**src/dcache_defs.svh**
```systemverilog
`ifndef DCACHE_DEFS_SVH
`define DCACHE_DEFS_SVH

// ======================================================================
// Cache geometry
// ======================================================================
`define DC_XLEN            32    // Processor word
`define DC_LINE_BITS       128   // One cache line
`define DC_N_WAYS          4
`define DC_N_SETS          16
`define DC_WORDS_PER_LINE  4

// Address split: | tag | set | word offset | byte |
`define DC_OFFSET_BITS     2     // Word within a line
`define DC_BYTE_BITS       2     // Byte within a word
`define DC_SET_BITS        4
`define DC_WAY_BITS        2
`define DC_TAG_BITS        24    // XLEN - SET - OFFSET - BYTE

`endif
```
**src/dcache_pkg.sv**
```systemverilog
`default_nettype none

`include "dcache_defs.svh"

// Vector types shared by the cache datapath
package dcache_pkg;

    typedef logic [`DC_XLEN-1:0]        addr_t;    // Byte address
    typedef logic [`DC_XLEN-1:0]        word_t;    // Processor data word
    typedef logic [`DC_LINE_BITS-1:0]   line_t;    // Word 0 in the low bits

    // Address fields
    typedef logic [`DC_TAG_BITS-1:0]    tag_t;
    typedef logic [`DC_SET_BITS-1:0]    set_t;
    typedef logic [`DC_OFFSET_BITS-1:0] offset_t;

    typedef logic [`DC_WAY_BITS-1:0]    way_t;     // Way number
    typedef logic [`DC_XLEN/8-1:0]      be_t;      // One enable per byte

endpackage

`default_nettype wire

```
**src/dcache_tag_array.sv**
```systemverilog
`timescale 1ns/1ps
`default_nettype none

`include "dcache_defs.svh"

module dcache_tag_array
    import dcache_pkg::*;
(
    input  wire logic clk_i,
    input  wire set_t set_i,
    input  wire tag_t tag_i,
    input  wire way_t act_way_i,
    input  wire logic fill_i,           // Install tag, valid, dirty = mark_dirty_i
    input  wire logic mark_dirty_i,
    input  wire logic clean_i,
    input  wire logic clear_i,          // Whole set invalid and clean
    output logic      hit_o,
    output way_t      hit_way_o,
    output tag_t      sel_tag_o,
    output logic      sel_dirty_o
);

    tag_t                   tag_q   [`DC_N_WAYS][`DC_N_SETS];
    logic [`DC_N_WAYS-1:0]  valid_q [`DC_N_SETS];  // One bit per way
    logic [`DC_N_WAYS-1:0]  dirty_q [`DC_N_SETS];
    logic [`DC_N_WAYS-1:0]  way_hit;

    // ==================================================================
    // Lookup, all ways in parallel
    // ==================================================================
    always_comb
    begin
        hit_way_o = '0;
        for (int w = 0; w < `DC_N_WAYS; w++)
        begin
            way_hit[w] = valid_q[set_i][w] && (tag_q[w][set_i] == tag_i);
            if (way_hit[w])
                hit_way_o = way_t'(w);   // At most one way matches
        end
    end

    assign hit_o       = |way_hit;
    assign sel_tag_o   = tag_q[act_way_i][set_i];     // Eviction / flush address
    assign sel_dirty_o = dirty_q[set_i][act_way_i];

    // ==================================================================
    // Updates
    // ==================================================================
    always_ff @(posedge clk_i)
    begin
        if (clear_i)
        begin
            valid_q[set_i] <= '0;
            dirty_q[set_i] <= '0;
        end
        else if (fill_i)
        begin
            tag_q[act_way_i][set_i]   <= tag_i;
            valid_q[set_i][act_way_i] <= 1'b1;
            dirty_q[set_i][act_way_i] <= mark_dirty_i;  // Write miss allocates dirty
        end
        else if (mark_dirty_i)
            dirty_q[set_i][act_way_i] <= 1'b1;          // Write hit
        else if (clean_i)
            dirty_q[set_i][act_way_i] <= 1'b0;          // Flush write-back accepted
    end

endmodule

`default_nettype wire

```
**config.mk**
```make
export PLATFORM = sky130hd
export DESIGN_NAME = dcache_tag_array
export DESIGN_NICKNAME = d
export VERILOG_FILES = /design/src/dcache_pkg.sv /design/src/dcache_tag_array.sv
export VERILOG_INCLUDE_DIRS = /design/src /design/src/src
export SDC_FILE = /design/constraint.sdc
export NUM_CORES = 2
export LEC_CHECK = 0
export BUFFER_PORTS_ARGS = -buffer_cell sky130_fd_sc_hd__buf_2
export CORE_ASPECT_RATIO = 1.5
export CORE_MARGIN = 2
export CORE_UTILIZATION = 40
export CTS_CLUSTER_DIAMETER = 40
export DETAILED_ROUTE_END_ITERATION = 7
export PLACE_DENSITY = 0.64
export SLEW_MARGIN = 10
export SYNTH_ARGS = -nofsm -noshare
export SYNTH_HDL_FRONTEND = slang
export SYNTH_SLANG_ARGS = --single-unit
```
**constraint.sdc**
```tcl
create_clock -name clk_i -period 4.05 [get_ports clk_i]
set_input_delay 0.81 -clock clk_i [delete_from_list [all_inputs] [get_ports clk_i]]
set_output_delay 0.81 -clock clk_i [all_outputs]
set_load 0.01 [all_outputs]
```
==> qor.csv <==
metric,value,unit
first_iter_violations,5289,
hold_viol,0,
power.internal,28.8,mW
rsz0062_at_grt,true,
yosysWarnings,0,
finalNonFillerCells,6823,
power_density,442,nW/um2
clkPwrFrac,39.3,%
synth_area_leaders,"edfxtp_1, mux4_2, mux2i_1",
yosysMostFrequentCell,edfxtp_1,
nFillCells,13964,
coreArea,171000,um2
die_area,176000,um2
dp_cells,6450,
peakVddDrop,0.339,mV
dp_hpwl,158,mm
power_frac_seq,50.5,%
crit_type,input pin to output port,
ios,63,
min_path_type,input pin to register,
syn_avg_cell_area,19.1,um2
cts_sinks,1664,
max_clock_freq,208,MHz
synthFlopType,edfxtp_1,
numPortBuffers,62,
overflow,0,
async_reset_ff_share,0,%
endpoint_kind,output port,
finalMaxSlewViolations,0,
die_width,343,um
cap_violations,0,
endpoint,hit_o,
synth_seq_cells,1664,
htree_levels,4,
dr.pass1.iters,6,
synthesis.nets,3653,
ys_seq_area_share,72.4,%
grt_usage,26.5,%
syn2layout_area_growth,23.5,%
fin_nets,4476,
regArea,50000,um2
final_layout_size_suffix_gt1_share,37.9,%
finalCritPeriodShare,119,%
cts_made_buffers,154,
crit_start,set_i[1],
hold_ws,0.379,ns
tightest_slew,1.08,ns
synth_area,69000,um2
outcome,"complete, but fails checks",
grt_pass1_wl,320,mm
cp-start-kind,input pin,
routed_wirelength,235,mm
cp.arrival,4.01,ns
routed_via_density,5.98,
drc,0,
grt_max_degree,77,
synth_area_leader_cell,edfxtp_1,
drt-wirelength-per-cell,34.5,um
num_rows,186,
start_util,40.3,%
total_power,37.7,mW
die_h,513,um
vias,40798,
gp_congestion,1.02,
clk_pin_slew,0.06,ns
syn_inst,3618,
critPathRequiredTime,3.24,ns
violations,negative setup slack,
grt_pass1_vias,40705,
hold_buffers,0,
synth_top_area_share,72.4,%
netlist_top_cells_count,"edfxtp_1, mux4_2, mux2i_1",
cp_max_fo,9,
clockBufferDepth,3,
ys_types,74,
cts_tree,built,
setup_viol,20,
setup_ws,-0.768,ns
period_needed,4.82,ns
comb_power_share,10.2,%
ctsRootBufferMaster,clkbuf_16,
p_sw,8.85,mW
leakage,28.6,nW
swShare,23.5,%
antenna_left,0,
slew_headroom,28.1,%
synth_edf_count,1664,
multiInputGateArea,18500,um2
antenna_found_initial,7,
## power groups by stage
stage	Sequential, mW	Clock [mW]	Combinational [mW]
final	19.0	14.8	3.83
after global routing	19.0	15.6	3.91
after CTS	19.0	15.0	3.63
after detailed placement	19.4	0	3.39
after global placement	19.4	0	3.37
after floorplan	19.4	0	1.46
## cell usage in the layout (no fill, tap or decap), types with 12 or more instances in the layout
master / instances
o21ai_0: 35
buf_16: 15
nor3_1: 13
inv_1: 18
bufinv_16: 15
buf_8: 13
nand3_1: 20
mux2_2: 28
clkinv_1: 28
nor2_1: 187
o221ai_1: 14
nor2_2: 67
edfxtp_1: 1664
xnor2_1: 90
clkbuf_16: 161
mux4_2: 361
o211ai_1: 15
nand2_1: 139
a31oi_1: 14
buf_4: 654
mux2i_2: 19
a211oi_1: 12
buf_2: 43
nand2_2: 13
clkinv_2: 20
buf_12: 105
mux4_1: 15
o22ai_1: 37
a22oi_1: 64
clkbuf_1: 25
buf_6: 66
nand4_1: 13
a21oi_1: 36
mux2i_1: 268
## worst max-delay path: stages
cell	delay [ns]
buf_16	0.14
buf_16	0.19
buf_6	0.18
mux4_2	0.54
o21ai_0	0.20
buf_4	0.23
xnor2_1	0.24
nand4_1	0.22
a211oi_4	0.40
nand4_1	0.17
buf_4	0.20
nand4b_1	0.25
buf_2	0.20
## state kept, by name, summed over array words and instances (netlist names)
signal and cells:
dirty_q 64, tag_q 1536, valid_q 64
## what timing repair did
item                       4_1_cts  5_1_grt
resized for setup              222      118
cloned                           9        3
setup endpoints to repair       28       28
pin swaps                       35       28
setup buffers                   40       50
## metal layers
metal / share of wire, % / vias to the layer above / track usage (%)
li1: - / 16437 / -
met1: 34 / 21329 / 30.8
met2: 48 / 2352 / 43.3
met3: 8.2 / 676 / 5.23
met4: 9.4 / 4 / 20.1
met5: 0.014 / - / 0
## cell families (layout without fill, tap and decap cells)
logic type | count (synthesis) | in the layout | synth area share [%]
and+or+nand+nor | 521 | 521 | 3.21
muxes | 702 | 702 | 17.2
buffers and inverters | 267 | 1213 | 2.19
AOI/OAI and AO/OA | 362 | 362 | 3.70
DFF | 1664 | 1664 | 72.4
other | 0 | 3 | 0
xor gates and xnor gates | 102 | 102 | 1.29
## worst min path at each step
stage / start / to / slack, ns / cells past startpoint
detailed placement: tag_i[23] / tag_q[0][167] / 1.19 / 1
floorplan: tag_i[0] / tag_q[0][0] / 0.91 / 0
CTS: tag_i[23] / tag_q[0][383] / 0.33 / 1
finish: tag_i[23] / tag_q[0][383] / 0.38 / 1
global route: tag_i[23] / tag_q[0][383] / 0.35 / 1
global placement: tag_i[23] / tag_q[0][167] / 1.19 / 1
## metrics by stage
step | utilization [%] | area (um2) | setup slack [ns] | TNS, ns
after floorplan | - | 69000 | -0.0752 | -14.34
after global placement | 45.4 | 77700 | -1.32 | -12.88
after detailed placement | 45.4 | 77700 | -1.28 | -13.12
after CTS | 49.2 | 84300 | -0.660 | -2.96
after global routing | 49.8 | 85200 | -0.841 | -4.58
final | 49.8 | 85200 | -0.768 | -4.20
## layout make-up
cell class / count / share of cell area (%)
Multi-Input combinational cell: 1687 / 21.6
Sequential cell: 1664 / 58.6
Timing Repair Buffer: 902 / 10.3
Clock buffer: 183 / 4.75
Clock inverter: 96 / 1.25
Antenna cell: 3 / 0.00881
Inverter: 32 / 0.150
Tap cell: 2256 / 3.31
Power figures use the tool's default switching activity.
