[src/dcache_defs.svh]
`ifndef DCACHE_DEFS_SVH
`define DCACHE_DEFS_SVH

// ======================================================================
// Cache geometry
// ======================================================================
`define DC_XLEN            32    // Processor word
`define DC_LINE_BITS       128   // One cache line
`define DC_N_WAYS          4
`define DC_N_SETS          16
`define DC_WORDS_PER_LINE  4

// Address split: | tag | set | word offset | byte |
`define DC_OFFSET_BITS     2     // Word within a line
`define DC_BYTE_BITS       2     // Byte within a word
`define DC_SET_BITS        4
`define DC_WAY_BITS        2
`define DC_TAG_BITS        24    // XLEN - SET - OFFSET - BYTE

`endif
[src/dcache_pkg.sv]
`default_nettype none

`include "dcache_defs.svh"

// Vector types shared by the cache datapath
package dcache_pkg;

    typedef logic [`DC_XLEN-1:0]        addr_t;    // Byte address
    typedef logic [`DC_XLEN-1:0]        word_t;    // Processor data word
    typedef logic [`DC_LINE_BITS-1:0]   line_t;    // Word 0 in the low bits

    // Address fields
    typedef logic [`DC_TAG_BITS-1:0]    tag_t;
    typedef logic [`DC_SET_BITS-1:0]    set_t;
    typedef logic [`DC_OFFSET_BITS-1:0] offset_t;

    typedef logic [`DC_WAY_BITS-1:0]    way_t;     // Way number
    typedef logic [`DC_XLEN/8-1:0]      be_t;      // One enable per byte

endpackage

`default_nettype wire

[src/dcache_fifo_repl.sv]
`timescale 1ns/1ps
`default_nettype none

`include "dcache_defs.svh"

module dcache_fifo_repl
    import dcache_pkg::*;
(
    input  wire logic clk_i,
    input  wire logic rst_i,
    input  wire set_t set_i,
    input  wire logic advance_i,        // One refill installed in set_i
    output way_t      victim_o
);

    way_t ptr_q [`DC_N_SETS];           // Next way to replace, per set

    assign victim_o = ptr_q[set_i];

    // Round robin 0, 1, 2, 3, 0 ... in each set
    always_ff @(posedge clk_i)
    begin
        if (rst_i)
        begin
            for (int s = 0; s < `DC_N_SETS; s++)
                ptr_q[s] <= '0;
        end
        else if (advance_i)
            ptr_q[set_i] <= ptr_q[set_i] + 1'b1;
    end

endmodule

`default_nettype wire

[config.mk]
export PLATFORM = sky130hd
export DESIGN_NAME = dcache_fifo_repl
export DESIGN_NICKNAME = d
export VERILOG_FILES = /design/src/dcache_pkg.sv /design/src/dcache_fifo_repl.sv
export VERILOG_INCLUDE_DIRS = /design/src /design/src/src
export SDC_FILE = /design/constraint.sdc
export NUM_CORES = 1
export LEC_CHECK = 0
export BUFFER_PORTS_ARGS = -buffer_cell sky130_fd_sc_hd__buf_2
export CORE_ASPECT_RATIO = 0.7
export CORE_UTILIZATION = 45
export CTS_BUF_LIST = sky130_fd_sc_hd__clkbuf_4
export CTS_CLUSTER_DIAMETER = 30
export CTS_CLUSTER_SIZE = 14
export DETAILED_ROUTE_END_ITERATION = 7
export HOLD_SLACK_MARGIN = 0.08
export REMOVE_ABC_BUFFERS = 1
export SYNTH_ARGS = -nofsm -noshare
export SYNTH_HDL_FRONTEND = slang
export SYNTH_SLANG_ARGS = --single-unit
[constraint.sdc]
create_clock -name clk_i -period 2.45 [get_ports clk_i]
set_input_delay 0.49 -clock clk_i [delete_from_list [all_inputs] [get_ports clk_i]]
set_output_delay 0.49 -clock clk_i [all_outputs]
set_load 0.03 [all_outputs]
==> out/results.txt, run 1 <==
Worst-margin pin slew: 339.0 ps. The tools report the fill cell instance count of the final layout as 323. For the worst flop-to-flop path, the logic depth is 5. The register clock-pin slew on the reported worst setup and hold paths is 90 ps.

The maximum single-stage delay on the critical path was 500 ps; the overall power after layout was 1.082 mW. The starting density of the core is 0.4764. The layout overhead on the synthesized area was 10.63%. The routed layout has 1020 vias.

The run gives 1960 ps as the required time at the endpoint of the critical path. The tools report the sort of element at the end of the critical path as an output port. The flip-flop count of the largest register after layout is 32. The number of buffers inserted during clock tree synthesis was 5. In the final layout, the registers with the most flip-flops are ptr_q (32).

For the worst slew margin relative to its limit, the log shows 0.7736. The first-iteration detailed-routing DRC count was 123; the via density per instance was 5.285. 9 I/O pins were placed. The max-slew violation count came out at 0.

Setup repair after global routing could not meet its margin everywhere. Core utilization of the finished layout: 0.5271. The critical path is of the flop to output port type. For this run, the top clock speed supported by timing is 0.4098 GHz. After detailed routing, the number of remaining DRC violations is 0. Register with the most flip-flops: ptr_q.

The overall routed net length came out at 3235 um. The mean post-synth cell area works out to 13.46 sq um. The total area of multi-input combinational cells is 693.2 sq um. The first global-routing pass estimated 5023 um of wire.

The number of synthesis warnings is 0, and the final period demand of the worst path is 2440 ps. STA classifies the critical path startpoint as a flop. The tools report the worst supply voltage drop on vdd as 0.3616 mV. The clock insertion delay at the later pin of the skew report is 330 ps, and the global-route congestion overflow total is 0. The net count of the finished layout is 150. The maximum fanout encountered on the critical timing path was 2; the height of the die was 53.36 um. The number of storage elements in the synthesis netlist came out at 32. Row generation in the floorplan step produced 18 rows. TritonCTS built the clock tree. Leaving out fill and tap cells, the most frequent cells in the layout are sky130_fd_sc_hd__nor2_1 (33), sky130_fd_sc_hd__edfxtp_1 (32), sky130_fd_sc_hd__nand2b_1 (16). The first-pass iteration count of the detailed router is 5. The maximum number of pins on one net before global-route repair was 21; the overall die area was 0.004021 sq mm. At the end of routability-driven placement, the weighted congestion stood at 0.7752. The number of antenna diodes in the final layout is 0.

The most frequent cell on the critical path was sky130_fd_sc_hd__mux2_4. The number of antenna violations at the first check in global routing was 0; the gate count after technology mapping was 126. The share of final-layout standard cells stronger than drive strength 1 is 0.2378, and the arrival time at the worst endpoint is 1950 ps.

In this run the remaining antenna-violating nets after routing total 0. Count of buffers inserted at the top-level ports: 8. In this run the power density over the cells is 577.0 mW/mm^2. CTS built an H-tree with a depth of 2. The tools report the number of global-route vias before repair as 964. The signal on the critical path passes through mux4_2 > mux2_4 > mux2_4 > buf_6. Final count of hold timing violations: 0. The worst-path cell with the longest stage delay is sky130_fd_sc_hd__mux4_2. The type of the worst min-delay path was input pin to flop.

Buffer and inverter count on the worst path: 1. Total of endpoints with negative setup slack in the final report: 0. The number of clock sinks seen by CTS was 32; the number of violations of the max-capacitance limit was 0.

The library cell used most frequently in the layout, excluding fill and tap cells, is sky130_fd_sc_hd__nor2_1. The worst hold path stage count is 3. The synthesized netlist contains 20 unique library cells. The mapped netlist covers 0.001695 sq mm. The flow ran to the end, and the final reports show no timing, DRC or antenna violations. Share of synthesized area occupied by flip-flops and latches: 0.5668. Detailed placement finished with a half-perimeter wire length of 2444 um. The number of buffers on the longest clock path is 2. In this run the number of cells on the critical path is 4. The leakage power total was 0.7165 nW. In the final routed layout, each cell accounts on average for 16.76 um. The sequential cells in the finished layout cover a total of 960.9 sq um. The run gives 0.1893 as the overall track demand over capacity in global routing. The tree is rooted in a sky130_fd_sc_hd__clkbuf_4. Across the routed clock network, the largest skew measured is 7.338 ps. The share of the cycle needed by the critical path after routing is 0.9960. The die width is 75.37 um.

The largest delay contributor family on the critical path is multiplexers. The tools report the area of the core as 0.003558 sq mm.
## metal layers
| metal | part of all wire | track usage |
|---|---|---|
| met1 | 0.48 | 0.2720 |
| met2 | 0.46 | 0.2649 |
| met3 | 0.049 | 0.05714 |
| met4 | 0.010 | 0.07407 |
| met5 | 0 | 0 |
## power breakdown
| group | switching [mW] | total, mW | internal, mW | leakage (nW) |
|---|---|---|---|---|
| combinational | 0.103 | 0.181 | 0.0777 | 0.360 |
| sequential | 0.00717 | 0.630 | 0.623 | 0.331 |
| clock | 0.171 | 0.271 | 0.100 | 0.0261 |
## through the flow
step / setup TNS [ps] / hold slack, ps / instance area [sq um] / worst slack (ps) / instances
detailed placement: -12.24 / 998.1 / 1828 / -12.24 / 186
CTS: -12.66 / 641.8 / 1879 / -12.66 / 193
global placement: 0 / 1002 / 1828 / 39.72 / 186
finish: 0 / 658.8 / 1876 / 9.867 / 193
floorplan: 0 / 729.4 / 1658 / 252.0 / 119
global route: -20.19 / 690.5 / 1876 / -20.19 / 193
## synthesized netlist by cell type
library cell,instances,share of area
sky130_fd_sc_hd__nand2_1,12,0.027
sky130_fd_sc_hd__and4bb_2,1,0.0074
sky130_fd_sc_hd__and4b_1,1,0.0059
sky130_fd_sc_hd__nand2b_1,16,0.059
sky130_fd_sc_hd__mux2_4,2,0.018
sky130_fd_sc_hd__nor2_1,33,0.073
sky130_fd_sc_hd__nand3_1,4,0.012
sky130_fd_sc_hd__mux2_2,1,0.0066
sky130_fd_sc_hd__mux4_2,2,0.027
sky130_fd_sc_hd__mux2i_1,1,0.0059
sky130_fd_sc_hd__xor2_4,2,0.032
sky130_fd_sc_hd__edfxtp_1,32,0.57
sky130_fd_sc_hd__mux2i_4,2,0.027
sky130_fd_sc_hd__clkbuf_1,3,0.0066
sky130_fd_sc_hd__buf_2,3,0.0089
sky130_fd_sc_hd__nor4b_1,1,0.0052
sky130_fd_sc_hd__nor4bb_1,1,0.0059
sky130_fd_sc_hd__nor2b_1,2,0.0074
sky130_fd_sc_hd__mux4_1,6,0.093
sky130_fd_sc_hd__buf_6,1,0.0066
## path summary, 6_finish.rpt
check | slack (ps) | from | to
worst max-delay path | 10 | ptr_q[14][0]$_SDFFCE_PN0P_ | victim_o[0]
worst min-delay path | 660 | set_i[3] | ptr_q[12][0]$_SDFFCE_PN0P_
worst max register to register | 440 | ptr_q[14][0]$_SDFFCE_PN0P_ | ptr_q[9][1]$_SDFFCE_PN0P_
worst min register to register | 1110 | ptr_q[2][0]$_SDFFCE_PN0P_ | ptr_q[2][0]$_SDFFCE_PN0P_
## logic make-up after synthesis
logic type | synth area share
xor+xnor | 0.03247
buf+inv | 0.02214
mux | 0.1764
simple gates | 0.2022
flops | 0.5668
## layout make-up
type                    count  area share
clock inverters             2    0.004003
flip-flops and latches     32      0.5123
repair buffers             17     0.06071
well taps                  50     0.03336
multi-input cells          87      0.3696
clock buffers               5     0.02001
## repair_timing
item                                    CTS  global route
gates resized for setup                   4             1
setup buffers                             0             0
endpoints found under the setup margin    1             1
hold buffers                              0             0
## worst register-to-register path, cell delays in order, from the launching register on
cell and delay, ps:
sky130_fd_sc_hd__edfxtp_1 420, sky130_fd_sc_hd__mux4_2 500, sky130_fd_sc_hd__mux2_4 290, sky130_fd_sc_hd__buf_4 190, sky130_fd_sc_hd__xor2_4 300, sky130_fd_sc_hd__nor2_1 80
(Power assumes the default switching activity.)
==> run 2: changes to the inputs <==
Settings changed: CORE_UTILIZATION 45 to 50, PLACE_DENSITY from default to 0.67, SETUP_SLACK_MARGIN from default to 0.2.
Clock period 2.45 ns to 2.8 ns, I/O delays scaled along.
==> run 2 against run 1 <==
- global-route usage grew 3.4 points
- worst hold slack gained 60 ps
- critical path type unchanged
- critical endpoint unchanged
- critical path depth is the same
- routed wire length grew 6.8%
==> out/results.txt, run 2 (synthesis gave the netlist of run 1 again) <==
The reg-to-reg critical path startpoint is ptr_q[6][0]$_SDFFCE_PN0P_. The flip-flop count of the largest register after layout came out at 32. The run gives 4 as the first-pass iteration count of the detailed router. Category of the worst setup path launch point: a flop. In this run the worst path has a maximum fanout of 2. At the later pin of the worst-skew pair, clock insertion delay measures 340 ps.

The net total in the final layout is 147. The tools report the number of buffers on the longest clock path as 2. At the worst endpoint, the required time is 2240 ps. At the worst endpoint, the arrival time is 2010 ps.

After the first detailed-routing iteration, the DRC count stood at 73. Setup repair after global routing left no endpoint under its margin. After floorplanning, the core was divided into 17 placement rows. The tools report the number of antenna violations at the first check in global routing as 0. The tools report the fmax as 0.3897 GHz. In the routed layout, each cell is associated on average with a via count of 6.000. The worst path needs 2566 ps of the cycle, external delays included. The worst supply voltage drop on vdd is 0.2788 mV, and the logic depth of the worst register-to-register path is 5. 0 antenna diodes ended up in the layout. The sequential standard cell area was 960.9 sq um; the count of buffers inserted at the top-level ports was 8.

The post-detailed-route wirelength per cell works out to 19.31 um. The register with the most flip-flops is ptr_q. On the final layout, the worst clock skew is 8.184 ps. The floorplan step defined a core boundary enclosing 0.003191 sq mm. The tools report the starting density of the core as 0.5314.

The capture point of the critical path was victim_o[0]. In the routed design, unresolved DRC markers number 0. The tools report the launch point of the critical path as ptr_q[6][0]$_SDFFCE_PN0P_. TritonCTS built the clock tree. Leaving out fill and tap cells, the most frequent cells in the layout are sky130_fd_sc_hd__nor2_1 (33), sky130_fd_sc_hd__edfxtp_1 (32), sky130_fd_sc_hd__nand2b_1 (16).

The tools report the global-route congestion overflow total as 0. The run finished with clean final reports. In this run the number of H-tree levels came out at 2.

The overall track demand over capacity in global routing was 0.2234; the share of the cycle needed by the critical path after routing was 0.9164. From synthesis to final layout, the design area changed by 10.55%. Dividing total power by cell area gives a power density of 570.6 mW/mm^2. The slowest stage of the critical path belongs to the cell sky130_fd_sc_hd__mux4_2. The number of clock sinks seen by CTS was 32; the fill cell instance count of the final layout was 259. The library cell used most frequently in the layout, excluding fill and tap cells, is sky130_fd_sc_hd__nor2_1.

Number of violations of the max-capacitance limit: 0. The worst setup path is of the flop to output port kind. Hold repair after CTS inserted 0 buffers. After the flow finishes, the layout carries non-filler instances totaling 179.

The number of buffers inserted during clock tree synthesis was 5. The post-detailed-route count of antenna-violating nets is 0. For the final routed database, the setup TNS stands at 0 ps.

The routed layout has 1074 vias. The number of global-route vias before repair is 1102. The die is 50.72 um tall. The overall die area is 0.003632 sq mm, and the overall routed net length is 3456 um.

The number of setup buffers added after CTS is 0. Most frequent cell on the critical path: sky130_fd_sc_hd__mux2_4. The tree is rooted in a sky130_fd_sc_hd__clkbuf_4. The tools report the register-to-register setup slack as 790 ps.

The worst register-to-register path ends at ptr_q[1][1]$_SDFFCE_PN0P_. The worst slew margin relative to its limit was 0.5428. The path class of the tightest hold or removal check is input pin to flop.

The total area of multi-input combinational cells came out at 693.2 sq um. The weighted congestion reported at the end of routability-driven placement was 0.7532. The share of final-layout standard cells stronger than drive strength 1 is 0.2411, and the maximum number of pins on one net before global-route repair is 21. The analysis attributes to cell leakage a power of 0.7220 nW. The sort of element at the end of the critical path was an output port. The number of placed instances, taps included, is 171. Total of endpoints with negative setup slack in the final report: 0. Walking the worst path, the cells encountered are mux4_2 > mux2_4 > mux2_4 > buf_4. The run gives 0 as the max-slew violation count. The tools report the core utilization of the finished layout as 0.5875.

In the final layout, the registers with the most flip-flops are ptr_q (32). For the pin with the worst max-slew slack, the measured transition is 676.6 ps. Clock-pin slew was measured on the worst setup and hold paths at 100 ps.

For the first-pass GRT wire length, the log shows 5589 um. The run gives 2510 um as the placed wire-length estimate. During I/O placement, the number of pins put on the boundary was 9.

The die width is 71.60 um, and the final count of hold timing violations is 0. The maximum single-stage delay on the critical path works out to 490 ps.
run 2: changes by cell type in the layout (fill, tap and decap cells not counted), sizes merged:
cell	before	now
buf	17	14
bufinv	0	1
clkbuf	5	6
clkinv	2	1
run 2: how the worst min path moves through the flow:
stage          cells after the start  slack [ps]                        from                         end
2_1_floorplan                      1         800                       rst_i   ptr_q[0][0]$_SDFFCE_PN0P_
3_3_place_gp                       4        1050  ptr_q[14][1]$_SDFFCE_PN0P_   ptr_q[9][1]$_SDFFCE_PN0P_
3_5_place_dp                       4        1060  ptr_q[12][1]$_SDFFCE_PN0P_  ptr_q[13][1]$_SDFFCE_PN0P_
4_1_cts                            3         710                    set_i[2]  ptr_q[15][0]$_SDFFCE_PN0P_
5_1_grt                            3         730                    set_i[2]  ptr_q[15][0]$_SDFFCE_PN0P_
6_report                           3         720                    set_i[2]  ptr_q[15][0]$_SDFFCE_PN0P_
run 2: worst max-delay path, delay by kind of cell, from the launching register on:
kind	cells	cell delay (ps)
DFF	1	420
muxes	3	1070
buffers and inverters	1	170
run 2: report_power, final:
part / internal [mW] / leakage [nW] / switching (mW)
Sequential: 0.545 / 0.331 / 0.00753
Clock: 0.197 / 0.0456 / 0.166
Combinational: 0.0643 / 0.345 / 0.0895
run 2: per-stage QoR:
| step | hold WS [ps] | power, mW | cell area [sq um] | setup WS, ps |
|---|---|---|---|---|
| floorplan | 799.4 | 0.6554 | 1658 | 462.0 |
| detailed placement | 1055 | 0.7127 | 1790 | 173.6 |
| finish | 718.7 | 1.069 | 1874 | 234.1 |
| CTS | 714.1 | 1.071 | 1876 | 211.0 |
| global route | 734.2 | 1.107 | 1874 | 192.5 |
| global placement | 1048 | 0.7080 | 1790 | 195.5 |
run 2: final cells by class:
class	instances	share of cell area
Sequential cell	32	0.5127
Clock inverter	2	0.01869
Timing Repair Buffer	14	0.04940
Multi-Input combinational cell	87	0.3698
Clock buffer	6	0.02403
Tap cell	38	0.02537
run 2: metal layers:
metal | GRT usage | wire length (um) | share of wire
met4 | 0.08170 | 57 | 0.016
met1 | 0.3121 | 1600 | 0.46
met3 | 0.07229 | 240 | 0.069
met2 | 0.3270 | 1558 | 0.45
met5 | 0 | 0 | 0
run 2: what timing repair did:
action                     CTS  global route
setup endpoints to repair    1             1
pin swaps                    0             0
gates resized for setup      2             5
