## src/dcache_defs.svh

```systemverilog
`ifndef DCACHE_DEFS_SVH
`define DCACHE_DEFS_SVH

// ======================================================================
// Cache geometry
// ======================================================================
`define DC_XLEN            32    // Processor word
`define DC_LINE_BITS       128   // One cache line
`define DC_N_WAYS          4
`define DC_N_SETS          16
`define DC_WORDS_PER_LINE  4

// Address split: | tag | set | word offset | byte |
`define DC_OFFSET_BITS     2     // Word within a line
`define DC_BYTE_BITS       2     // Byte within a word
`define DC_SET_BITS        4
`define DC_WAY_BITS        2
`define DC_TAG_BITS        24    // XLEN - SET - OFFSET - BYTE

`endif
```

## src/dcache_ctrl_pkg.sv

```systemverilog
`default_nettype none

// Controller encodings
package dcache_ctrl_pkg;

    typedef enum logic [3:0] {
        S_INIT,          // Clearing valid/dirty, one set per cycle
        S_IDLE,
        S_ANALYSIS,      // Hit check on the captured request
        S_WB,            // Victim write-back in flight
        S_WB_DONE,
        S_RD,            // Line refill in flight
        S_RD_DONE,       // Install refill, answer processor
        S_FLUSH_WB,      // Flush write-back in flight
        S_FLUSH_NEXT     // Flush scan of one set/way pair
    } state_t;

    // What the data array writes into the active way
    typedef enum logic [1:0] {
        WR_NONE,
        WR_HIT_MERGE,    // Stored line with bytes merged in
        WR_REFILL        // Captured refill with bytes merged in
    } wr_src_t;

endpackage

`default_nettype wire

```

## src/dcache_pkg.sv

```systemverilog
`default_nettype none

`include "dcache_defs.svh"

// Vector types shared by the cache datapath
package dcache_pkg;

    typedef logic [`DC_XLEN-1:0]        addr_t;    // Byte address
    typedef logic [`DC_XLEN-1:0]        word_t;    // Processor data word
    typedef logic [`DC_LINE_BITS-1:0]   line_t;    // Word 0 in the low bits

    // Address fields
    typedef logic [`DC_TAG_BITS-1:0]    tag_t;
    typedef logic [`DC_SET_BITS-1:0]    set_t;
    typedef logic [`DC_OFFSET_BITS-1:0] offset_t;

    typedef logic [`DC_WAY_BITS-1:0]    way_t;     // Way number
    typedef logic [`DC_XLEN/8-1:0]      be_t;      // One enable per byte

endpackage

`default_nettype wire

```

## src/dcache_ctrl.sv

```systemverilog
`timescale 1ns/1ps
`default_nettype none

`include "dcache_defs.svh"

module dcache_ctrl
    import dcache_pkg::*;
    import dcache_ctrl_pkg::*;
(
    input  wire logic  clk_i,
    input  wire logic  rst_i,
    input  wire logic  p_strobe_i,
    input  wire logic  p_rw_i,
    input  wire logic  p_flush_i,
    input  wire addr_t p_addr_i,
    input  wire word_t p_data_i,
    input  wire be_t   p_byte_enable_i,
    input  wire logic  m_ready_i,
    input  wire logic  hit_i,
    input  wire way_t  hit_way_i,
    input  wire way_t  victim_i,
    input  wire tag_t  sel_tag_i,         // Tag of act_way_o
    input  wire logic  sel_dirty_i,       // Dirty bit of act_way_o
    output set_t       set_o,
    output tag_t       tag_o,
    output way_t       act_way_o,
    output offset_t    offset_o,
    output word_t      wdata_o,
    output be_t        be_o,
    output wr_src_t    wr_src_o,
    output logic       fill_o, mark_dirty_o, clean_o, clear_o, advance_o,
    output logic       p_ready_o,
    output logic       m_strobe_o,
    output logic       m_rw_o,
    output addr_t      m_addr_o,
    output logic       busy_flushing_o
);

    localparam int LO = `DC_BYTE_BITS + `DC_OFFSET_BITS;   // Lowest set bit
    localparam int FC = `DC_SET_BITS + `DC_WAY_BITS;       // Flush counter width

    state_t        state_q, state_d;
    set_t          init_cnt_q;
    logic [FC-1:0] flush_cnt_q;          // {set, way}, way runs fastest
    addr_t         req_addr_q;
    logic          req_rw_q;
    word_t         req_data_q;
    be_t           req_be_q;
    logic          flushing, flush_last, flush_done, ana_hit, mem_enter;

    // ==================================================================
    // Request capture, payload only
    // ==================================================================
    always_ff @(posedge clk_i)
    begin
        if (state_q == S_IDLE && p_strobe_i)
        begin
            req_addr_q <= p_addr_i;
            req_rw_q   <= p_rw_i;
            req_data_q <= p_data_i;
            req_be_q   <= p_byte_enable_i;
        end
    end

    assign flushing   = (state_q == S_FLUSH_NEXT) || (state_q == S_FLUSH_WB);
    assign flush_last = &flush_cnt_q;                       // Set 15, way 3
    assign flush_done = (state_q == S_FLUSH_NEXT) && !sel_dirty_i && flush_last;
    assign ana_hit    = (state_q == S_ANALYSIS) && hit_i;

    // ==================================================================
    // State machine
    // ==================================================================
    always_comb
    begin
        state_d = state_q;
        case (state_q)
            S_INIT:       if (init_cnt_q == set_t'(`DC_N_SETS - 1)) state_d = S_IDLE;
            S_IDLE:
            begin
                if (p_flush_i)
                    state_d = S_FLUSH_NEXT;
                else if (p_strobe_i)
                    state_d = S_ANALYSIS;
            end
            S_ANALYSIS:                            // act_way_o is the victim on a miss
            begin
                if (hit_i)
                    state_d = S_IDLE;
                else
                    state_d = sel_dirty_i ? S_WB : S_RD;
            end
            S_WB:         if (m_ready_i) state_d = S_WB_DONE;
            S_WB_DONE:    state_d = S_RD;
            S_RD:         if (m_ready_i) state_d = S_RD_DONE;
            S_RD_DONE:    state_d = S_IDLE;
            S_FLUSH_NEXT:
            begin
                if (sel_dirty_i)
                    state_d = S_FLUSH_WB;
                else if (flush_last)
                    state_d = S_IDLE;
            end
            S_FLUSH_WB:   if (m_ready_i) state_d = S_FLUSH_NEXT; // Same pair, now clean
            default:      state_d = S_IDLE;
        endcase
    end

    // Strobe goes out in the first cycle of each memory wait
    assign mem_enter = (state_d != state_q) &&
                       (state_d == S_WB || state_d == S_RD || state_d == S_FLUSH_WB);

    always_ff @(posedge clk_i)
    begin
        if (rst_i)
        begin
            state_q     <= S_INIT;
            init_cnt_q  <= '0;
            flush_cnt_q <= '0;
            m_strobe_o  <= 1'b0;
        end
        else
        begin
            state_q    <= state_d;
            m_strobe_o <= mem_enter;
            if (state_q == S_INIT)
                init_cnt_q <= init_cnt_q + 1'b1;
            if (state_q == S_FLUSH_NEXT && !sel_dirty_i)
                flush_cnt_q <= flush_cnt_q + 1'b1;       // Wraps to 0 after the last pair
        end
    end

    // ==================================================================
    // Storage addressing and write controls
    // ==================================================================
    always_comb
    begin
        if (state_q == S_INIT)
            set_o = init_cnt_q;
        else if (flushing)
            set_o = flush_cnt_q[FC-1:`DC_WAY_BITS];
        else
            set_o = req_addr_q[LO +: `DC_SET_BITS];
    end

    assign tag_o     = req_addr_q[`DC_XLEN-1 -: `DC_TAG_BITS];
    assign act_way_o = flushing ? flush_cnt_q[`DC_WAY_BITS-1:0] : (hit_i ? hit_way_i : victim_i);
    assign offset_o  = req_addr_q[`DC_BYTE_BITS +: `DC_OFFSET_BITS];
    assign wdata_o   = req_data_q;
    assign be_o      = req_rw_q ? req_be_q : '0;             // Reads merge nothing

    always_comb
    begin
        if (ana_hit && req_rw_q)
            wr_src_o = WR_HIT_MERGE;
        else if (state_q == S_RD_DONE)
            wr_src_o = WR_REFILL;
        else
            wr_src_o = WR_NONE;
    end

    assign fill_o       = (state_q == S_RD_DONE);
    assign mark_dirty_o = req_rw_q && (ana_hit || state_q == S_RD_DONE); // Fill dirty = rw
    assign clean_o      = (state_q == S_FLUSH_WB) && m_ready_i;
    assign clear_o      = (state_q == S_INIT);
    assign advance_o    = (state_q == S_RD_DONE);

    // ==================================================================
    // Handshake outputs
    // ==================================================================
    assign p_ready_o       = ana_hit || (state_q == S_RD_DONE) || flush_done;
    assign busy_flushing_o = flushing && !flush_done;
    assign m_rw_o          = (state_q == S_WB) || (state_q == S_FLUSH_WB);
    assign m_addr_o        = {(state_q == S_RD) ? tag_o : sel_tag_i, set_o, {LO{1'b0}}};

endmodule

`default_nettype wire

```

## config.mk

```make
export PLATFORM = sky130hd
export DESIGN_NAME = dcache_ctrl
export DESIGN_NICKNAME = d
export VERILOG_FILES = /design/src/dcache_ctrl_pkg.sv /design/src/dcache_pkg.sv /design/src/dcache_ctrl.sv
export VERILOG_INCLUDE_DIRS = /design/src /design/src/src
export SDC_FILE = /design/constraint.sdc
export NUM_CORES = 1
export LEC_CHECK = 0
export BUFFER_PORTS_ARGS = -buffer_cell sky130_fd_sc_hd__buf_2
export CAP_MARGIN = 20
export CORE_MARGIN = 4
export CORE_UTILIZATION = 40
export CTS_BUF_LIST = sky130_fd_sc_hd__clkbuf_2
export DETAILED_ROUTE_END_ITERATION = 8
export PLACE_DENSITY = 0.75
export SETUP_SLACK_MARGIN = 0.02
export SLEW_MARGIN = 20
export SYNTH_ARGS = -nofsm -noshare
export SYNTH_HDL_FRONTEND = slang
export SYNTH_SLANG_ARGS = --single-unit
export TNS_END_PERCENT = 50
```

## constraint.sdc

```tcl
create_clock -name clk_i -period 11.6 [get_ports clk_i]
set_clock_uncertainty 0.1 [all_clocks]
set_input_delay 1.74 -clock clk_i [delete_from_list [all_inputs] [get_ports clk_i]]
set_output_delay 1.74 -clock clk_i [all_outputs]
set_load 0.005 [all_outputs]
```

==> impl_results.md, run 1 <==
* Status: completed
* I/O Pins at between 200 and 250
* Worst vdd ir at approximately 0.10 mV
* Sw Share at 0.2340
* Place WS at between 7000 and 8000 ps
* CTS tree: done
* DP Cell Count at about 540
* Tmin final at between 4000 and 5000 ps
* WL/cell at about 15 µm
* Static Leak at between 1.5 and 2 nW
* Max_slew headroom at 0.4343
* Gp weighted congestion at 0.7948
* Post-CTS Setup Inserts at 0
* P per Cell Area at between 100 and 150 nW/µm²
* Rows at 34
* Post-synthesis register bit count at 82
* NumNets Final at 546
* Post-cts repair resize count at 0
* Initial Utilization at 0.4145
* Global route overflow at 0
* Mapped Avg Cell Area at approximately 14 µm²
* Die Wd at 103.3 µm
* Crit path largest cell delay at 650 ps
* DRT antenna net count at 0
* Clock buffer count from CTS at 9
* GRT Total Usage at 0.1555
* Synth area leader: edfxtp_1
* 1st-iter DRT viols at between 60 and 70
* Largest net degree at the start of global routing at roughly 70
* Max frequency at around 220 MHz
* Max Cap Violations at 0
* Worst-skew pair later-pin latency at around 500 ps
* Cell internal pwr at between 0.3 and 0.4 mW
* Setup_tns at 0 ps
* CTS sink cnt at between 80 and 90
* Chip height at about 100 µm
* Area post-placement at 4522 µm²
* Hold buffers post-CTS at 0
* RSZ-0062 raised after global routing: no
* Worst Path Required at approximately 9800 ps
* Layout cells sized above 1 at 0.5798
* Vias at roughly 2600
* WHS Path Cells at 2
* CP max FO at 14
* H-tree levels at 3
* Number of global-route vias before repair at approximately 2400
* CTS root buf: clkbuf_2
* Worst-Margin Slew at 848.5 ps
* Slew Limit Fails at 0
* Die ar. at 10670 µm²
* Worst reg2reg path depth at 3
* EDFF count, synth at 67
* Critical path arrival at 2750 ps
* FF-to-FF setup slack at roughly 9100 ps
* Setup crit end kind: primary output
* Psw at around 0.12 mW
* Main area contributors after synthesis: edfxtp_1, dfxtp_1, buf_4
* Sequential Power Share at 0.621
* Design area at ~4700 µm²
* PortBufs at 208
* Synth unique cells at 44
* Mapped Area at 3632 µm²
* Comb pwr share at 0.067
* # setup viols final at 0
* Hold Path Class: reg2reg
* Core Footprint at 8763 µm²
* CTS max path bufs at 2
* Synth warn at 0
* Worst-path clk slew at around 240 ps
* DRT Pass-1 Iters at 4
* Final period util at 0.3954
* Setup crit start kind: flop
* FF-to-FF Start: state_q[1]$_SDFF_PP0_
* Fin cells at ~550
* FILL cells at between 700 and 800
* Layout area overhead at 28.59%
* Fraction of registers with async set or reset after synthesis at 0
* First-pass GRT wire length at approximately 12000 µm
* Ys flop type: edfxtp_1
* Max stage delay cell, worst path: dfxtp_1
* Setup ws final at between 7000 and 8000 ps
* Setup Crit Path Kind: reg2out
* Initial antenna violation count at 0
* R2R Path End: req_addr_q[18]$_DFFE_PP_
* Synth top cells by count: edfxtp_1, buf_4, mux2_2
* Post-route DRC at 0
* Hold-critical path endpoint: flush_cnt_q[1]$_SDFFE_PP0P_
* Hold path start: flush_cnt_q[1]$_SDFFE_PP0P_
* Antenna Diode Count at 0
* Sequential share of the synthesized area at 0.6366
* Yosys top cell area share at 0.5539
* Worst path cell trace: nand2b_1 > nor3b_4 > buf_6 > mux2_2 > buf_2
* Clk network pwr share at 0.313
* Final Core Density at 0.5330
* Count leader, synth: edfxtp_1
* Routed vias/inst at roughly 4.7
* Fin. Hold Viols at 0
* Final HPWL DP at between 6000 and 7000 µm
* Cells after synthesis at between 200 and 300
* Detailed Route WL at ~8500 µm
-- cell usage in the layout, fill, tap and decap left out, drive strengths merged, types with 2 or more instances in the layout --
cell type  netlist  final
a21oi            2      2
and2             5      5
and3             2      2
buf             42    210
clkbuf           4      9
clkinv           0      2
conb             1      4
dfxtp           15     15
edfxtp          67     67
ha               2      2
inv              1      5
mux2            24     24
mux2i            9      9
nand2           13     13
nand2b           3      3
nand3            2      2
nor2            20     20
nor2b            3      3
nor3             4      4
nor3b            5      5
nor4             3      3
nor4b            3      3
o21ai            9      9
or4b             2      2
xnor2            6      6
xor2             2      2
-- final cells by class --
type	instances	area [µm²]	area share
multi-input combinational	136	1031	0.2207
clock buffer	9	45.04	0.009644
tap	108	135.1	0.02893
timing repair buffer	210	1060	0.2269
clock inverter	7	83.83	0.01795
sequential	82	2312	0.4950
inverter	1	3.754	0.0008036
-- cell families after synthesis --
kind of cell	count (synthesis)	share of synthesized area
and+or+nand+nor	68	0.1071
xor gates and xnor gates	8	0.01929
buffers and inverters	47	0.08887
other	1	0.001032
adders and majority gates	2	0.006888
DFF	82	0.6366
AOI/OAI and AO/OA	21	0.04100
muxes	33	0.09921
-- worst max-delay path by stage --
| stage | start | endpoint | slack [ps] | cells past startpoint |
|---|---|---|---|---|
| 6_report | state_q[2]$_SDFF_PP0_ | m_addr_o[25] | 7010 | 5 |
| 4_1_cts | state_q[2]$_SDFF_PP0_ | m_addr_o[25] | 6730 | 4 |
| 5_1_grt | state_q[2]$_SDFF_PP0_ | m_addr_o[25] | 6790 | 5 |
| 3_5_place_dp | sel_dirty_i | p_ready_o | 7360 | 3 |
| 3_3_place_gp | sel_dirty_i | p_ready_o | 7380 | 3 |
| 2_1_floorplan | p_strobe_i | req_addr_q[10]$_DFFE_PP_ | 6430 | 2 |
-- flip-flops by register name, summed over array words and instances (netlist names) --
| name | flops |
|---|---|
| init_cnt_q | 4 |
| flush_cnt_q | 6 |
| m_strobe_o | 1 |
| req_be_q | 4 |
| req_rw_q | 1 |
| req_addr_q | 30 |
| wdata_o | 32 |
| state_q | 4 |
-- stage by stage --
step,total power [mW],hold WS (ps)
6_report,0.5151,445.5
3_5_place_dp,0.3607,424.1
5_1_grt,0.5406,481.6
4_1_cts,0.5253,453.5
3_3_place_gp,0.3593,400.2
2_1_floorplan,0.3383,377.8
-- worst max-delay path, delay by kind of cell (launching register included) --
kind                   cells  cell delay, ps
AND/OR/NAND/NOR            2             830
flip-flops                 1             650
multiplexers               1             350
buffers and inverters      2             400
-- routing by layer --
metal | GRT usage | vias to the layer above | wire length, µm
li1 | - | 1266 | -
met5 | 0 | - | 0
met4 | 0.06873 | 0 | 129
met3 | 0.04628 | 11 | 832
met1 | 0.1850 | 1220 | 3267
met2 | 0.2610 | 121 | 4247
-- power groups by stage --
stage	clock [mW]	sequential, mW	combinational, mW
floorplan	0	0.326	0.0124
global placement	0	0.326	0.0333
detailed placement	0	0.326	0.0346
CTS	0.171	0.320	0.0348
global route	0.182	0.320	0.0383
finish	0.161	0.320	0.0343
(Power assumes the default switching activity.)
==> inputs of run 2 (changes only) <==
--- a/config.mk
+++ b/config.mk
@@ -6,13 +6,14 @@
 export SDC_FILE = /design/constraint.sdc
 export NUM_CORES = 1
 export LEC_CHECK = 0
+export ABC_AREA = 1
 export BUFFER_PORTS_ARGS = -buffer_cell sky130_fd_sc_hd__buf_2
 export CAP_MARGIN = 20
 export CORE_MARGIN = 4
 export CORE_UTILIZATION = 40
 export CTS_BUF_LIST = sky130_fd_sc_hd__clkbuf_2
 export DETAILED_ROUTE_END_ITERATION = 8
-export PLACE_DENSITY = 0.75
+export PLACE_DENSITY = 0.77
 export SETUP_SLACK_MARGIN = 0.02
 export SLEW_MARGIN = 20
 export SYNTH_ARGS = -nofsm -noshare
==> constraint.sdc (replaced) <==
create_clock -name clk_i -period 3.9 [get_ports clk_i]
set_clock_uncertainty 0.1 [all_clocks]
set_input_delay 0.585 -clock clk_i [delete_from_list [all_inputs] [get_ports clk_i]]
set_output_delay 0.585 -clock clk_i [all_outputs]
set_load 0.005 [all_outputs]
==> run 2 against run 1 <==
Net effect: design area up 1.0%; count of clock-buffer cells in the layout up 1; final cell count up 10%; critical endpoint is now m_addr_o[11]; routed wire length up 2.9%; highest routed layer unchanged; largest cell class unchanged; sequential share of layout area down 0.50 points.
==> impl_results.md, run 2 <==
* Status: completed
* Met2 Use GR at 0.2748 (+0.01386)
* P per Cell Area at 429.6 nW/µm² (+290%)
* CP max FO at 26 (+12)
* Main area contributors after synthesis: edfxtp_1, dfxtp_1, buf_4
* Global route overflow at 0 (unchanged)
* Count leader, synth: edfxtp_1
* Design area at 4718 µm² (+1.0%)
* CTS root buf: clkbuf_2
* Initial Utilization at 0.4163 (+0.001812)
* Synth unique cells at 29 (-34%)
* Layout cells sized above 1 at 0.5268 (-0.05294)
* Post-synthesis register bit count at 82 (unchanged)
* Place WS at 1371 ps (-5985 ps)
* DRT antenna net count at 0 (unchanged)
* Setup_tns at 0 ps (unchanged)
* PortBufs at 208 (unchanged)
* CTS max path bufs at 2 (unchanged)
* Yosys top cell area share at 0.5462 (-0.007714)
* Routed vias/inst at 4.669 (-1.4%)
* Worst Hold Slack at 136.6 ps (-309.0 ps)
* Fraction of registers with async set or reset after synthesis at 0 (unchanged)
* Critical path arrival at 2430 ps (-320 ps)
* GRT Total Usage at 0.1575 (+0.002072)
* Hold buffers post-CTS at 0 (unchanged)
* Clock buffer count from CTS at 9 (unchanged)
* Fin. Hold Viols at 0 (unchanged)
* FILL cells at 800 (+2.7%)
* Worst vdd ir at 0.2311 mV (+120%)
* Number of global-route vias before repair at 2924 (+19%)
* Area post-placement at 4593 µm² (+1.6%)
* Multi-input gate area at 965.9 µm² (-6.3%)
* RSZ-0062 raised after global routing: no
* Worst path cell trace: inv_2 > nor2_1 > nand2_2 > mux2_2 > buf_2
* WL/cell at 14.27 µm (-6.9%)
* Mapped Area at 3684 µm² (+1.4%)
* Max stage delay cell, worst path: dfxtp_1
* Post-route DRC at 0 (unchanged)
* Detailed Route WL at 8718 µm (+2.9%)
* Die Wd at 104.0 µm (+0.65%)
* Gr busiest metal: met2
* Mapped Avg Cell Area at 11.69 µm² (-16%)
* Antenna Diode Count at 0 (unchanged)
* Rows at 34 (unchanged)
* Slew Limit Fails at 0 (unchanged)
* Hold Path Class: in2reg
* Final HPWL DP at 6892 µm (+2.8%)
* Cells after synthesis at 315 (+20%)
* Static Leak at 2.202 nW (+10%)
* Max Cap Violations at 0 (unchanged)
* Worst-path clk slew at 230 ps (about the same)
* Sequential cell area at 2312 µm² (unchanged)
* Post-cts repair resize count at 0 (unchanged)
* Vias at 2853 (+9.0%)
* Initial antenna violation count at 0 (unchanged)
* Gp weighted congestion at 0.8085 (+1.7%)
* Max frequency at around 320 MHz
* DRT Pass-1 Iters at 6 (+2)
* Met3 usage at 0.07511 (+0.02883)
* 1st-iter DRT viols at 120 (+76%)
* Worst-skew pair later-pin latency at 500 ps (about the same)
* Setup Crit Path Kind: reg2out
* Setup ws final at 783.8 ps (-6229 ps)
* Synth top cells by count: edfxtp_1, nand2_1, buf_4
* Number of flip-flops under the largest register name at 32 (unchanged)
* Ys flop type: edfxtp_1
* EDFF count, synth at 67 (unchanged)
* Layout area overhead at 28.09%
* CTS tree: done
* Sequential share of the synthesized area at 0.6277 (-0.008865)
* Chip height at 104.0 µm (+0.65%)
* Final Core Density at 0.5332 (about the same)
* Worst-Margin Slew at 638.5 ps (-209.9 ps)
* Worst Path Required at 3210 ps (-6550 ps)
* NumNets Final at 604 (+11%)
* Tmin final at 3116 ps
* Setup crit end kind: primary output
* Setup crit start kind: flop
* H-tree levels at 3 (unchanged)
* Crit path largest cell delay at 680 ps (+30 ps)
* CTS sink cnt at 82 (unchanged)
* Final period util at 0.7990
* CP top delay family: flip-flops
* GRT met1 Usage at 0.1688 (-0.01624)
* Most frequent cells in the layout: buf_2, edfxtp_1, nand2_1
* First-pass GRT wire length at 13800 µm (+12%)
* Most common cell after layout, fill and taps aside: buf_2
* # setup viols final at 0 (unchanged)
* Synth warn at 0 (unchanged)
* Max_slew headroom at 0.5728 (+0.1385)
* Synth area leader: edfxtp_1
* CP Buf/Inv Count at 2 (unchanged)
* Core Footprint at 8848 µm² (+0.97%)
* Post-CTS Setup Inserts at 0 (unchanged)
* I/O Pins at 215 (unchanged)
* Die ar. at 10810 µm² (+1.3%)
* Largest net degree at the start of global routing at 55 (-19%)
==> run 2: cell types whose count changed after synthesis, sizes merged, moves of 4 or more <==
cell    delta
a21oi     +14
a31oi      +5
and2       -5
clkbuf     -4
inv       +30
mux2i      -9
nand2     +32
nand3      +9
nor2      +13
nor3b      -5
o21ai      +4
xnor2      -6
==> run 2: power breakdown <==
group | switching (mW) | leakage (nW) | internal (mW) | total [mW]
clock | 0.303 | 0.0746 | 0.160 | 0.463
combinational | 0.274 | 1.40 | 0.198 | 0.473
sequential | 0.0491 | 0.730 | 1.04 | 1.09
==> run 2: path summary, 6_finish.rpt <==
path / from / to / slack (ps) / depth (start not counted)
worst min-delay path: p_data_i[6] / wdata_o[6]$_DFFE_PP_ / 140 / 1
worst min register to register: init_cnt_q[3]$_SDFFE_PP0P_ / init_cnt_q[3]$_SDFFE_PP0P_ / 410 / 2
worst max register to register: state_q[0]$_SDFF_PP0_ / req_addr_q[26]$_DFFE_PP_ / 1600 / 5
worst max-delay path: state_q[0]$_SDFF_PP0_ / m_addr_o[11] / 780 / 5
==> run 2: layer usage <==
layer / share of wire / routed length, µm
met3: 0.11 / 995
met1: 0.38 / 3289
met5: 0 / 0
met2: 0.50 / 4334
met4: 0.011 / 97
==> run 2: through the flow <==
stage	instances	power (mW)
floorplan	318	1.424
global placement	595	1.567
detailed placement	595	1.584
CTS	611	2.052
global route	611	2.157
finish	611	2.027
==> run 2: final cells by class <==
type                    instances  area share
flip-flops and latches         82      0.4901
repair buffers                209      0.2249
multi-input cells             165      0.2047
well taps                     108     0.02864
inverters                      31     0.02519
clock inverters                 6     0.01591
clock buffers                  10     0.01061
==> run 2: cell families (layout without fill, tap and decap cells) <==
family,after synthesis,after routing,synth area share
compound gates,37,37,0.05435
fa+ha+maj,2,2,0.006792
buf+inv,71,256,0.1152
flops,82,82,0.6277
mux,24,24,0.07337
other cells,1,4,0.001018
simple gates,98,98,0.1216
